===== src/verilog/filter_cfg_params.svh =====
// Filter-condition loader parameters
// Data and address widths, FIFO sizing, record word count and route id widths

`ifndef FILTER_CFG_PARAMS_SVH
`define FILTER_CFG_PARAMS_SVH

// Memory response word
`define FCFG_DATA_W       32
`define FCFG_OFFSET_W     16
`define FCFG_SHIFT_W      4

// Filter record fields
`define FCFG_NUM_FIELDS   4
`define FCFG_OP_W         4

// Words per record, also the width of the sequence window
`define FCFG_WORD_COUNT   9

// Both FIFOs
`define FCFG_FIFO_DEPTH   16
`define FCFG_PROG_THRESH  8

// Route id widths
`define FCFG_KERNEL_W     2
`define FCFG_BUNDLE_W     2
`define FCFG_LANE_W       3
`define FCFG_BUFFER_W     3
`define FCFG_ENGINE_W     3
`define FCFG_MODULE_W     2

`endif

===== src/verilog/filter_cfg_pkg.sv =====
// Filter-condition loader types
// Response words, the decoded filter record and the views of a config word

`default_nettype none

`include "filter_cfg_params.svh"

package filter_cfg_pkg;

    // ----------------------------------------
    // Encodings
    // ----------------------------------------
    typedef enum logic [2:0] {
        STRUCT_INVALID      = 3'd0,
        STRUCT_CU_SETUP     = 3'd1,
        STRUCT_ENGINE_SETUP = 3'd2,
        STRUCT_OTHER        = 3'd3
    } buffer_kind_e;

    // Codes not listed here are still carried through
    typedef enum logic [`FCFG_OP_W-1:0] {
        FILTER_NOP = 4'd0,
        FILTER_GT  = 4'd1,
        FILTER_LT  = 4'd2,
        FILTER_EQ  = 4'd3,
        FILTER_NE  = 4'd4,
        FILTER_GE  = 4'd5,
        FILTER_LE  = 4'd6,
        FILTER_AND = 4'd7,
        FILTER_OR  = 4'd8
    } filter_op_e;

    // ----------------------------------------
    // Memory response stream
    // ----------------------------------------
    typedef struct packed {
        buffer_kind_e              kind;
        logic [`FCFG_OFFSET_W-1:0] offset;
        logic [`FCFG_SHIFT_W-1:0]  shift;
        logic [`FCFG_DATA_W-1:0]   data;
    } mem_resp_payload_t;

    typedef struct packed {
        logic              valid;
        mem_resp_payload_t payload;
    } mem_resp_t;

    // ----------------------------------------
    // Decoded record
    // ----------------------------------------
    typedef struct packed {
        logic [`FCFG_KERNEL_W-1:0] id_cu;
        logic [`FCFG_BUNDLE_W-1:0] id_bundle;
        logic [`FCFG_LANE_W-1:0]   id_lane;
        logic [`FCFG_BUFFER_W-1:0] id_buffer;
        logic [`FCFG_ENGINE_W-1:0] id_engine;
        logic [`FCFG_MODULE_W-1:0] id_module;
    } filter_route_t;

    typedef struct packed {
        filter_op_e                                   filter_op;
        logic [`FCFG_NUM_FIELDS-1:0]                  filter_mask;
        logic [`FCFG_NUM_FIELDS-1:0]                  const_mask;
        logic [`FCFG_DATA_W-1:0]                      const_value;
        logic [`FCFG_NUM_FIELDS*`FCFG_NUM_FIELDS-1:0] ops_mask;
        logic                                         break_flag;
        logic                                         break_pass;
        logic                                         filter_post;
        logic                                         filter_pass;
        logic                                         continue_flag;
        logic                                         ternary_flag;
        logic                                         conditional_flag;
        filter_route_t                                route_if;
        filter_route_t                                route_else;
    } filter_cond_cfg_t;

    typedef struct packed {
        logic             valid;
        filter_cond_cfg_t cfg;
    } cfg_out_t;

    // ----------------------------------------
    // Config data word, read by position
    // ----------------------------------------
    // Flags sit in bits 0 to 6, break_flag lowest
    typedef struct packed {
        logic [`FCFG_DATA_W-8:0] rsvd;
        logic                    conditional_flag;
        logic                    ternary_flag;
        logic                    continue_flag;
        logic                    filter_pass;
        logic                    filter_post;
        logic                    break_pass;
        logic                    break_flag;
    } flags_view_t;

    typedef struct packed {
        logic [`FCFG_DATA_W-`FCFG_KERNEL_W-`FCFG_BUNDLE_W-`FCFG_LANE_W-`FCFG_BUFFER_W-1:0] rsvd;
        logic [`FCFG_BUFFER_W-1:0]                                                     buffer;
        logic [`FCFG_LANE_W-1:0]                                                       lane;
        logic [`FCFG_BUNDLE_W-1:0]                                                     bundle;
        logic [`FCFG_KERNEL_W-1:0]                                                     cu;
    } route_view_t;

    typedef struct packed {
        logic [`FCFG_DATA_W-2*(`FCFG_ENGINE_W+`FCFG_MODULE_W)-1:0] rsvd;
        logic [`FCFG_MODULE_W-1:0]                               else_module;
        logic [`FCFG_ENGINE_W-1:0]                               else_engine;
        logic [`FCFG_MODULE_W-1:0]                               if_module;
        logic [`FCFG_ENGINE_W-1:0]                               if_engine;
    } engine_view_t;

    typedef union packed {
        logic [`FCFG_DATA_W-1:0] raw;
        flags_view_t             flags_view;
        route_view_t             route_view;
        engine_view_t            engine_view;
    } cfg_word_u;

endpackage

`default_nettype wire


===== src/verilog/filter_cfg_loader.sv =====
// Filter-condition configuration loader
// Filters setup responses, queues them, assembles records and buffers the output

`default_nettype none

`include "filter_cfg_params.svh"

module filter_cfg_loader #(
    parameter int unsigned seq_base = 0
) (
    input  wire                            ap_clk,
    input  wire                            arst_n,
    input  wire filter_cfg_pkg::mem_resp_t resp_in,
    input  wire                            resp_drain_en,
    input  wire                            cfg_rd_en,
    output filter_cfg_pkg::cfg_out_t       cfg_out,
    output logic                           resp_fifo_full,
    output logic                           cfg_fifo_full
);

    localparam int resp_w = $bits(filter_cfg_pkg::mem_resp_payload_t);
    localparam int cfg_w  = $bits(filter_cfg_pkg::filter_cond_cfg_t);

    logic                              drain_en_q;
    logic                              rd_en_q;

    logic                              in_push;
    filter_cfg_pkg::mem_resp_payload_t in_din;
    logic                              in_pop;
    filter_cfg_pkg::mem_resp_payload_t in_dout;
    logic                              in_valid;
    logic                              in_empty;

    logic                              out_push;
    filter_cfg_pkg::filter_cond_cfg_t  out_din;
    logic                              out_pop;
    filter_cfg_pkg::filter_cond_cfg_t  out_dout;
    logic                              out_valid;
    logic                              out_empty;
    logic                              out_prog_full;

    logic                              cfg_vld_q;
    filter_cfg_pkg::filter_cond_cfg_t  cfg_q;

    // ----------------------------------------
    // External enables and output register
    // ----------------------------------------
    always_ff @(posedge ap_clk or negedge arst_n) begin
        if (!arst_n) begin
            drain_en_q <= 1'b0;
            rd_en_q    <= 1'b0;
            cfg_vld_q  <= 1'b0;
        end else begin
            drain_en_q <= resp_drain_en;
            rd_en_q    <= cfg_rd_en;
            cfg_vld_q  <= out_valid;
        end
    end

    always_ff @(posedge ap_clk) begin
        cfg_q <= out_dout;
    end

    assign cfg_out.valid = cfg_vld_q;
    assign cfg_out.cfg   = cfg_q;

    // ----------------------------------------
    // Stage 1 and input FIFO
    // ----------------------------------------
    setup_packet_filter #(
        .seq_base(seq_base)
    ) setup_packet_filter_inst (
        .ap_clk   (ap_clk),
        .arst_n   (arst_n),
        .resp_in  (resp_in),
        .push     (in_push),
        .push_data(in_din)
    );

    sync_fifo #(
        .width      (resp_w),
        .depth      (`FCFG_FIFO_DEPTH),
        .prog_thresh(`FCFG_PROG_THRESH)
    ) resp_fifo_inst (
        .ap_clk   (ap_clk),
        .arst_n   (arst_n),
        .din      (in_din),
        .wr_en    (in_push),
        .rd_en    (in_pop),
        .dout     (in_dout),
        .valid    (in_valid),
        .full     (resp_fifo_full),
        .empty    (in_empty),
        .prog_full()
    );

    // ----------------------------------------
    // Stage 2 and output FIFO
    // ----------------------------------------
    cfg_word_assembler #(
        .seq_base(seq_base)
    ) cfg_word_assembler_inst (
        .ap_clk       (ap_clk),
        .arst_n       (arst_n),
        .drain_en     (drain_en_q),
        .in_empty     (in_empty),
        .out_prog_full(out_prog_full),
        .pop          (in_pop),
        .in_data      (in_dout),
        .in_valid     (in_valid),
        .cfg_push     (out_push),
        .cfg_data     (out_din)
    );

    assign out_pop = ~out_empty & rd_en_q;

    sync_fifo #(
        .width      (cfg_w),
        .depth      (`FCFG_FIFO_DEPTH),
        .prog_thresh(`FCFG_PROG_THRESH)
    ) cfg_fifo_inst (
        .ap_clk   (ap_clk),
        .arst_n   (arst_n),
        .din      (out_din),
        .wr_en    (out_push),
        .rd_en    (out_pop),
        .dout     (out_dout),
        .valid    (out_valid),
        .full     (cfg_fifo_full),
        .empty    (out_empty),
        .prog_full(out_prog_full)
    );

endmodule

`default_nettype wire


===== src/verilog/cfg_word_assembler.sv =====
// Configuration word assembler
// Pops queued setup words and decodes them in order into one filter record

`default_nettype none

`include "filter_cfg_params.svh"

module cfg_word_assembler #(
    parameter int unsigned seq_base = 0
) (
    input  wire                                   ap_clk,
    input  wire                                   arst_n,
    input  wire                                   drain_en,
    input  wire                                   in_empty,
    input  wire                                   out_prog_full,
    output logic                                  pop,
    input  wire filter_cfg_pkg::mem_resp_payload_t in_data,
    input  wire                                   in_valid,
    output logic                                  cfg_push,
    output filter_cfg_pkg::filter_cond_cfg_t      cfg_data
);

    localparam int                        last_bit  = `FCFG_WORD_COUNT - 1;
    localparam logic [`FCFG_OFFSET_W-1:0] seq_first = `FCFG_OFFSET_W'(seq_base);

    logic [`FCFG_WORD_COUNT-1:0]       seq_reg;
    logic [`FCFG_OFFSET_W-1:0]         in_seq;
    logic                              idle;
    logic                              start;
    logic                              emit;
    logic                              word_vld;
    filter_cfg_pkg::mem_resp_payload_t word_q;
    filter_cfg_pkg::cfg_word_u         word_u;
    filter_cfg_pkg::filter_cond_cfg_t  rec;

    // ----------------------------------------
    // Pop request
    // ----------------------------------------
    // Hold off while a record is emitted or the output side backs up
    assign pop = ~in_empty & drain_en & ~emit & ~out_prog_full;

    // ----------------------------------------
    // One-hot sequencer
    // ----------------------------------------
    assign in_seq = in_data.offset >> in_data.shift;

    // The last-word bit drops out next cycle, so a new record may start on it
    assign idle  = ~|seq_reg[last_bit-1:0];
    assign start = in_valid & idle & (in_seq == seq_first);

    always_ff @(posedge ap_clk or negedge arst_n) begin
        if (!arst_n) begin
            seq_reg  <= '0;
            word_vld <= 1'b0;
            emit     <= 1'b0;
            cfg_push <= 1'b0;
        end else begin
            word_vld <= in_valid;
            emit     <= seq_reg[last_bit];
            cfg_push <= emit;
            if (start) begin
                seq_reg <= `FCFG_WORD_COUNT'(1);
            end else if (in_valid || seq_reg[last_bit]) begin
                // A stray word while idle shifts zero and is dropped
                seq_reg <= seq_reg << 1;
            end
        end
    end

    // ----------------------------------------
    // Field decode
    // ----------------------------------------
    always_ff @(posedge ap_clk) begin
        word_q <= in_data;
    end

    assign word_u = filter_cfg_pkg::cfg_word_u'(word_q.data);

    // Register bit selects which field the held word carries
    always_ff @(posedge ap_clk) begin
        if (word_vld) begin
            case (1'b1)
                seq_reg[0]: begin
                    rec.filter_op <= filter_cfg_pkg::filter_op_e'(word_u.raw[`FCFG_OP_W-1:0]);
                end
                seq_reg[1]: begin
                    rec.filter_mask <= word_u.raw[`FCFG_NUM_FIELDS-1:0];
                end
                seq_reg[2]: begin
                    rec.const_mask <= word_u.raw[`FCFG_NUM_FIELDS-1:0];
                end
                seq_reg[3]: begin
                    rec.const_value <= word_u.raw;
                end
                seq_reg[4]: begin
                    rec.ops_mask <= word_u.raw[`FCFG_NUM_FIELDS*`FCFG_NUM_FIELDS-1:0];
                end
                seq_reg[5]: begin
                    rec.break_flag       <= word_u.flags_view.break_flag;
                    rec.break_pass       <= word_u.flags_view.break_pass;
                    rec.filter_post      <= word_u.flags_view.filter_post;
                    rec.filter_pass      <= word_u.flags_view.filter_pass;
                    rec.continue_flag    <= word_u.flags_view.continue_flag;
                    rec.ternary_flag     <= word_u.flags_view.ternary_flag;
                    rec.conditional_flag <= word_u.flags_view.conditional_flag;
                end
                seq_reg[6]: begin
                    rec.route_if.id_cu     <= word_u.route_view.cu;
                    rec.route_if.id_bundle <= word_u.route_view.bundle;
                    rec.route_if.id_lane   <= word_u.route_view.lane;
                    rec.route_if.id_buffer <= word_u.route_view.buffer;
                end
                seq_reg[7]: begin
                    rec.route_else.id_cu     <= word_u.route_view.cu;
                    rec.route_else.id_bundle <= word_u.route_view.bundle;
                    rec.route_else.id_lane   <= word_u.route_view.lane;
                    rec.route_else.id_buffer <= word_u.route_view.buffer;
                end
                seq_reg[8]: begin
                    rec.route_if.id_engine   <= word_u.engine_view.if_engine;
                    rec.route_if.id_module   <= word_u.engine_view.if_module;
                    rec.route_else.id_engine <= word_u.engine_view.else_engine;
                    rec.route_else.id_module <= word_u.engine_view.else_module;
                end
                default: begin
                    rec <= rec;
                end
            endcase
        end
    end

    // Snapshot on emit, so a following record may already start decoding
    always_ff @(posedge ap_clk) begin
        if (emit) begin
            cfg_data <= rec;
        end
    end

    a_seq_onehot: assert property (@(posedge ap_clk) disable iff (!arst_n)
        $onehot0(seq_reg))
        else $error("cfg_word_assembler: sequencer not one-hot");

endmodule

`default_nettype wire


===== src/verilog/sync_fifo.sv =====
// Synchronous FIFO
// Registered read data with a valid strobe, plus full, empty and programmable-full

`default_nettype none

module sync_fifo #(
    parameter int width       = 8,
    parameter int depth       = 16,
    parameter int prog_thresh = 8
) (
    input  wire              ap_clk,
    input  wire              arst_n,
    input  wire [width-1:0]  din,
    input  wire              wr_en,
    input  wire              rd_en,
    output logic [width-1:0] dout,
    output logic             valid,
    output logic             full,
    output logic             empty,
    output logic             prog_full
);

    localparam int ptr_w = (depth > 1) ? $clog2(depth) : 1;
    localparam int cnt_w = $clog2(depth + 1);

    logic [width-1:0] mem [depth];
    logic [ptr_w-1:0] wr_ptr;
    logic [ptr_w-1:0] rd_ptr;
    logic [cnt_w-1:0] count;
    logic             wr_ok;
    logic             rd_ok;

    function automatic logic [ptr_w-1:0] ptr_next(input logic [ptr_w-1:0] ptr);
        ptr_next = (ptr == ptr_w'(depth - 1)) ? '0 : ptr + 1'b1;
    endfunction

    assign full      = (count == cnt_w'(depth));
    assign empty     = (count == '0);
    assign prog_full = (count >= cnt_w'(prog_thresh));

    // Writes into a full FIFO are dropped
    assign wr_ok = wr_en & ~full;
    assign rd_ok = rd_en & ~empty;

    // ----------------------------------------
    // Pointers and occupancy
    // ----------------------------------------
    always_ff @(posedge ap_clk or negedge arst_n) begin
        if (!arst_n) begin
            wr_ptr <= '0;
            rd_ptr <= '0;
            count  <= '0;
            valid  <= 1'b0;
        end else begin
            valid <= rd_ok;
            if (wr_ok) begin
                wr_ptr <= ptr_next(wr_ptr);
            end
            if (rd_ok) begin
                rd_ptr <= ptr_next(rd_ptr);
            end
            case ({wr_ok, rd_ok})
                2'b10:   count <= count + 1'b1;
                2'b01:   count <= count - 1'b1;
                default: count <= count;
            endcase
        end
    end

    // Storage and read register
    always_ff @(posedge ap_clk) begin
        if (wr_ok) begin
            mem[wr_ptr] <= din;
        end
        if (rd_ok) begin
            dout <= mem[rd_ptr];
        end
    end

    // ----------------------------------------
    // Checks on the callers' flow control
    // ----------------------------------------
    a_no_write_full: assert property (@(posedge ap_clk) disable iff (!arst_n)
        wr_en |-> !full)
        else $error("sync_fifo: write while full");

    a_no_pop_empty: assert property (@(posedge ap_clk) disable iff (!arst_n)
        rd_en |-> !empty)
        else $error("sync_fifo: pop while empty");

endmodule

`default_nettype wire


===== src/verilog/setup_packet_filter.sv =====
// Setup packet filter
// Registers memory responses and keeps setup words inside this engine's window

`default_nettype none

`include "filter_cfg_params.svh"

module setup_packet_filter #(
    parameter int unsigned seq_base = 0
) (
    input  wire                                ap_clk,
    input  wire                                arst_n,
    input  wire filter_cfg_pkg::mem_resp_t     resp_in,
    output logic                               push,
    output filter_cfg_pkg::mem_resp_payload_t  push_data
);

    localparam logic [`FCFG_OFFSET_W-1:0] seq_lo = `FCFG_OFFSET_W'(seq_base);
    localparam logic [`FCFG_OFFSET_W-1:0] seq_hi = `FCFG_OFFSET_W'(seq_base + `FCFG_WORD_COUNT);

    logic                              resp_vld_q;
    filter_cfg_pkg::mem_resp_payload_t resp_q;
    logic [`FCFG_OFFSET_W-1:0]         resp_seq;
    logic                              kind_ok;
    logic                              seq_ok;

    always_ff @(posedge ap_clk or negedge arst_n) begin
        if (!arst_n) begin
            resp_vld_q <= 1'b0;
        end else begin
            resp_vld_q <= resp_in.valid;
        end
    end

    always_ff @(posedge ap_clk) begin
        resp_q <= resp_in.payload;
    end

    // Sequence number of the word within the setup buffer
    assign resp_seq = resp_q.offset >> resp_q.shift;

    assign kind_ok = (resp_q.kind == filter_cfg_pkg::STRUCT_CU_SETUP) ||
                     (resp_q.kind == filter_cfg_pkg::STRUCT_ENGINE_SETUP);
    assign seq_ok  = (resp_seq >= seq_lo) && (resp_seq < seq_hi);

    assign push      = resp_vld_q & kind_ok & seq_ok;
    assign push_data = resp_q;

endmodule

`default_nettype wire


===== config.mk =====
export PLATFORM = sky130hd
export DESIGN_NAME = filter_cfg_loader
export DESIGN_NICKNAME = d
export VERILOG_FILES = /design/src/verilog/filter_cfg_pkg.sv /design/src/verilog/filter_cfg_loader.sv /design/src/verilog/cfg_word_assembler.sv /design/src/verilog/sync_fifo.sv /design/src/verilog/setup_packet_filter.sv
export VERILOG_INCLUDE_DIRS = /design/src /design/src/verilog
export SDC_FILE = /design/constraint.sdc
export NUM_CORES = 2
export LEC_CHECK = 0
export BUFFER_PORTS_ARGS = -buffer_cell sky130_fd_sc_hd__clkbuf_2
export CAP_MARGIN = 10
export CELL_PAD_IN_SITES_DETAIL_PLACEMENT = 1
export CELL_PAD_IN_SITES_GLOBAL_PLACEMENT = 2
export CORE_MARGIN = 1.5
export CORE_UTILIZATION = 48
export CTS_BUF_LIST = sky130_fd_sc_hd__clkbuf_8
export DETAILED_ROUTE_END_ITERATION = 6
export GPL_TIMING_DRIVEN = 0
export HOLD_SLACK_MARGIN = 0.08
export PLACE_DENSITY = 0.8
export RECOVER_POWER = 50
export SYNTH_ARGS = -nofsm -noshare
export SYNTH_HDL_FRONTEND = slang
export SYNTH_SLANG_ARGS = --single-unit
export TNS_END_PERCENT = 30

===== constraint.sdc =====
create_clock -name ap_clk -period 8.8 [get_ports ap_clk]
set_clock_uncertainty 0.1 [all_clocks]
set_input_delay 1.76 -clock ap_clk [delete_from_list [all_inputs] [get_ports ap_clk]]
set_output_delay 1.76 -clock ap_clk [all_outputs]
set_load 0.02 [all_outputs]

-- After elaboration in Yosys (flattened, before gate mapping)
Memory sizes are Yosys's and may differ from the RTL's. A register that Yosys moved wholly into a read port is not among the register bits.
Cells that the tools add are included.
- memories: 2
- input bits: 60
- register bits after elaboration: 422
- bits in writable memories: 2432
- memory list (memory ; depth ; bits a word ; read ports ; clocked after Yosys merged registers in ; wr ports ; line ; RTL):
    cfg_fifo_inst.mem ; 16 ; 97 ; 1 ; 1 ; 1 ; sync_fifo.sv:26 ; logic [width-1:0] mem [depth];
    resp_fifo_inst.mem ; 16 ; 55 ; 1 ; 1 ; 1 ; sync_fifo.sv:26 ;
- add/subtract/negate cells: 8
- shift operators: 2
- equal/unequal tests: 12
- bitwise gates (word level): 26
- reductions and logical operators: 20
- magnitude comparators: 3
- multiplexer cells: 12
- operators by type and width (operator ; count):
    right shift 16 x 4 -> 16 bit ; 2
    one-hot mux 5 bit (2 select lines) ; 2
    2-to-1 mux 9 bit ; 2
    adder 4 x 1 -> 4 bit (second input constant) ; 4
    equality test 4 bit (second input constant) ; 4
    >= comparator 16 x 1 -> 1 bit (second input constant) ; 1
    zero test 16 bit ; 1
    < comparator 16 x 4 -> 1 bit (second input constant) ; 1
    2-to-1 mux 4 bit ; 4
    inverter 1 bit ; 14
    bitwise AND 1 bit ; 12
    adder 5 x 1 -> 5 bit (second input constant) ; 2
    equality test 5 bit (second input constant) ; 2
    zero test 5 bit ; 2
    AND reduction 10 bit ; 1
    subtractor 5 x 1 -> 5 bit (second input constant) ; 2
    AND reduction 9 bit ; 1
    AND reduction 8 bit ; 1
    OR reduction 8 bit ; 1
    AND reduction 7 bit ; 1
    AND reduction 6 bit ; 1
    nonzero test 2 bit ; 3
    >= comparator 5 x 4 -> 1 bit (second input constant) ; 1
    AND reduction 5 bit ; 1
    other kinds (11) ; 17

-- Longest topological paths before layout
- word-level depth: 8
- depth in mapped cells: 18
- mapped depth without buffers: 15

-- By module
From an unflattened synthesis, not the netlist that was laid out.
- cell total of the unflattened synthesis: 4898
- area total of the unflattened synthesis: 109580.1 um^2
- by module, submodules not included (module ; times used ; cells an instance ; area each (um^2)):
    sync_fifo at cfg_fifo_inst ; 1 ; 2775 ; 62765.2
    sync_fifo at resp_fifo_inst ; 1 ; 1617 ; 36094.6
    cfg_word_assembler ; 1 ; 290 ; 7173.1
    filter_cfg_loader ; 1 ; 102 ; 2038.2
    setup_packet_filter ; 1 ; 114 ; 1508.9

-- Worst setup path before layout
No wires, ideal clock.
- path kind: reg-to-reg
- start point: register cfg_fifo_inst.count[0]
- end point: memory cfg_fifo_inst.mem[3][0] in the netlist's numbering (enable)
- arrival: 7.621 ns
- cell stages (with the launch flop): 7
- library setup time: 0.671 ns
- clock period less this slack: 8.392 ns
- slack: 0.408 ns
- path through: dfrtp_1 nor3_1 nand3b_1 and2_1 clkbuf_1 nand2_1 nor3_1
- cells in the longest elaborated chain, start to end: 5
- ends and longest elaborated chain (element ; line ; RTL):
    from (decl) ; sync_fifo.sv:29 ; logic [cnt_w-1:0] count;
    from (signal assigned) ; sync_fifo.sv:63 ; 2'b10: count <= count + 1'b1;
    from (signal assigned) ; sync_fifo.sv:64 ; 2'b01: count <= count - 1'b1;
    from (signal assigned) ; sync_fifo.sv:65 ; default: count <= count;
    equality test 5 bit ; sync_fifo.sv:37 ; assign full = (count == cnt_w'(depth));
    inverter 1 bit ; sync_fifo.sv:42 ; assign wr_ok = wr_en & ~full;
    bitwise AND 1 bit ; sync_fifo.sv:42 ;
    2-to-1 mux 1 bit ; sync_fifo.sv:72 ; if (wr_ok) begin
    2-to-1 mux 1 bit (implied by the code) ; sync_fifo.sv:73 ; mem[wr_ptr] <= din;
    to (decl) ; sync_fifo.sv:26 ;
No other way between the ends.

-- Worst setup path after layout
- start point: register cfg_word_assembler_inst.emit
- end point: register resp_fifo_inst.count[4]
- cells in the longest elaborated chain, start to end: 6
- elaborated cells on any way between the ends: 8
- those cells by class: 2 x eq/ne; 1 x mux; 4 x bitwise; 1 x reduce/logical
- ends and longest elaborated chain (element ; line ; RTL):
    from (decl) ; cfg_word_assembler.sv:30 ; logic emit;
    from (signal assigned) ; cfg_word_assembler.sv:59 ; emit <= seq_reg[last_bit];
    inverter 1 bit * ; cfg_word_assembler.sv:40 ; assign pop = ~in_empty & drain_en & ~emit & ~out_prog_full;
    bitwise AND 1 bit * (2 in series) ; cfg_word_assembler.sv:40 ;
    bitwise AND 1 bit * ; sync_fifo.sv:43 ; assign rd_ok = rd_en & ~empty;
    via resp_fifo_inst.rd_ok ; sync_fifo.sv:31 ; logic rd_ok;
    equality test 2 x 1 -> 1 bit or equality test 2 bit (tied branches) ; sync_fifo.sv:62 ; case ({wr_ok, rd_ok})
    one-hot mux 5 bit (2 select lines) or nonzero test 2 bit (tied branches) ; n/a ;
    to (signal assigned) ; sync_fifo.sv:63 ;
    to (signal assigned) ; sync_fifo.sv:64 ;
    to (signal assigned) ; sync_fifo.sv:65 ;
    to (decl) ; sync_fifo.sv:29 ;
The timed path passes the listed nets; every way through them passes the cells marked *.
A chain may end at the register's enable or synchronous reset.

==> metrics.txt <==
status=finished with violations; failing checks=capacitance limit, slew limit; # Post-CTS Setup Buffers=0; worst skew pair latency=1.10 ns; Top Layer Used=met5; synth warn=0; DRT met1 WL=101.3 mm; # resized after CTS=0; critical path start-end classification=reg2reg; die area=225200 um2; flops & latches, synth=2955; clk slew on worst S/H paths=0.06 ns; Max Clk Rate=204.5 MHz; post-detailed-route count of antenna-violating nets=0; combinational power share=0.239; Final nets=5487; DRC violations left=0; first-pass GRT wire length=379.1 mm; TritonCTS Buffers=465; max reg flops=1552; CTS root buf=clkbuf_8; Core Area=220400 um2; # Max-Cap Violations=4; Synth area leader=edfxtp_1; CP top delay family=flip-flops; WL final=263.5 mm; grt ovf=0; I/O pin total=160; vias in the first global route=54510; instance count on the critical path=11; final setup fails=0; Power Dens Cells=296.8 nW/um2; fin util=0.5603; sequential power share=0.463; clock share of power=0.298; ys async rst share=0.01489; Hold Buf Count CTS=0; Switching Share=0.2962; Final Hold Vio Count=0; leading post-synthesis cells by cell area=edfxtp_1 77%, mux4_2 12%, dfxtp_1 3.5%; LEAKAGE=40.68 nW; Critical Path Max Stage Delay=1.55 ns; Crit path required time=9.64 ns; Final WS setup=3.909 ns; Hold Crit Depth=0; post-synthesis sequential area ratio=0.8119; metal3 WL=19.05 mm; met2 routed WL=134.5 mm; share of layout cells above drive strength 1=0.2973; Int Power=0.02579 W; fin crit share=0.5558; DIE WIDTH=474.6 um; P&R area growth vs syn=15.66%; clock period minus worst slack=4.891 ns; Peak supply drop=0.1896 mV; post-DP HPWL=172.1 mm; pin count of the biggest net entering global routing=50; max-slew violation count=129; Layout fillers=19000; Post-Syn Area=106800 um2; hold slack=0.1511 ns; CTS Buffer Depth=4; critical path, cell by cell=nand3b_1 -> a21oi_4 -> ha_1 -> inv_1 -> fa_1 -> inv_1 -> a21o_1 -> a21oi_1 -> xnor2_1 -> nor2_1 -> xnor2_1; Worst Hold Class=reg2reg; initial core utilization=0.4844; Iteration-0 DRC Markers=5394; Slew headroom=-1.120; CP max stage cell=dfrtp_1; Synthesized Nets=4636; Avg Cell Area, Syn=23.43 um2; Post-Place Worst Slack=4.409 ns; critical path peak fanout=49; NetSw=0.01086 W; CP arrival=5.73 ns; RSZ-0062 raised after global routing=no; R2R depth=11; Startpoint Class=flop; synth unique cells=63; H-Tree Depth=5; biggest regs=cfg_fifo_inst.mem x1552, resp_fifo_inst.mem x832; Critical Path End Type=flop; clock sinks=2955; CP Buf/Inv Count=2; Synth Instances=4556; routed length per instance=30.10 um; Final GP Congestion=0.7415; Tightest Pin Transition=3.179 ns; DR vias=50910; GRT Total Usage=0.2358; top_reg_cell synth=edfxtp_1; CTS tree=done; antenna violations before repair=22; port buffer count=159; Detailed Routing Iterations Pass 1=6; Reg with most FFs=cfg_fifo_inst.mem; cell row count=172; Synth top area share=0.7671; Post-synth EDFFs=2727; Die Span Y=474.6 um; vias per inst=5.815
## through the flow
stage	cells	setup TNS (ns)	instance area, um2	total power, W
finish	8754	0	123500	0.03665
global route	8748	0	123500	0.03795
CTS	8734	0	123500	0.03697
detailed placement	7895	0	114800	0.02610
global placement	7673	-7919.70	111300	0.02577
floorplan	4556	0	106800	0.02276
## final timing paths
kind,start,endpoint,slack (ns)
min in group asynchronous,arst_n,cfg_fifo_inst.count[0]$_DFFE_PN0P_,1.60
max in group asynchronous,arst_n,resp_fifo_inst.rd_ptr[0]$_DFFE_PN0P_,5.13
worst min register to register,cfg_fifo_inst.dout[73]$_DFFE_PP_,cfg_out[73]$_DFF_P_,0.15
worst max-delay path,cfg_word_assembler_inst.emit$_DFF_PN0_,resp_fifo_inst.count[4]$_DFFE_PN0P_,3.91
worst min-delay path,cfg_fifo_inst.dout[73]$_DFFE_PP_,cfg_out[73]$_DFF_P_,0.15
worst max register to register,cfg_word_assembler_inst.emit$_DFF_PN0_,resp_fifo_inst.count[4]$_DFFE_PN0P_,3.91
## Yosys cell counts (4+ instances only)
master    number
a221oi_1      52
nor4b_2        6
xnor2_1        9
dfxtp_1      184
o21ai_0      122
buf_2         68
nand2b_1       6
edfxtp_1    2727
nor2_1        31
ha_1          18
mux4_2       589
inv_1         21
nor2b_1        7
clkbuf_1     109
buf_1         33
mux2_2        63
nor3b_1        8
a22oi_1       54
xor2_1         6
dfrtp_1       44
and2_1         6
a21o_1         5
a21oi_1       66
nor3_1        18
nand2_1       81
nor4_1         4
mux2i_1      159
nand3_1        4
## cell families (layout without fill, tap and decap cells)
family	after synthesis	in the layout	share of synthesized area
xor+xnor	15	15	0.001231
compound gates	326	326	0.01926
mux	818	818	0.1469
simple gates	187	187	0.009001
fa+ha+maj	20	20	0.002485
flops	2955	2955	0.8119
other cells	0	17	0
buf+inv	235	1458	0.009236
## cell usage in the layout, fill, tap and decap left out, drive strengths merged, types with 3 or more instances in the layout
cell type / count
dfxtp: 184
nand3b: 3
clkbuf: 799
buf: 325
nor2: 32
inv: 201
nor4: 4
nor4b: 8
diode: 17
xnor2: 9
a211oi: 4
a21o: 5
xor2: 6
nor3b: 8
bufinv: 8
nand4: 3
edfxtp: 2727
and2: 6
ha: 18
clkinv: 121
mux2i: 159
o21ai: 126
clkinvlp: 4
a221oi: 52
a22oi: 54
nand2b: 6
nand2: 81
mux2: 68
nand3: 4
a21oi: 66
mux4: 591
nor2b: 7
dfrtp: 44
nor3: 19
a31oi: 3
## per-layer routing
layer	global-route usage	vias up
met5	0	-
met4	0.08520	2
met3	0.04362	522
met2	0.4015	2286
met1	0.3039	27130
li1	-	20960
## layout make-up
cell class / instances / area [um2] / area share
well taps: 2958 / 3701 / 0.02998
plain buffers: 214 / 907.1 / 0.007347
clock buffers: 526 / 7239 / 0.05863
clock inverters: 313 / 1494 / 0.01210
repair buffers: 384 / 3993 / 0.03234
diodes: 17 / 42.54 / 0.0003445
multi-input cells: 1366 / 19340 / 0.1567
flip-flops and latches: 2955 / 86670 / 0.7020
inverters: 21 / 78.83 / 0.0006384
## power by group through the flow
| stage | Clock, W | Combinational, W | Sequential, W |
|---|---|---|---|
| 2_1_floorplan | 0 | 0.00559 | 0.0172 |
| 3_3_place_gp | 0 | 0.00850 | 0.0173 |
| 3_5_place_dp | 0 | 0.00884 | 0.0173 |
| 4_1_cts | 0.0111 | 0.00890 | 0.0170 |
| 5_1_grt | 0.0116 | 0.00931 | 0.0170 |
| 6_report | 0.0109 | 0.00876 | 0.0170 |
(Power assumes the default switching activity.)
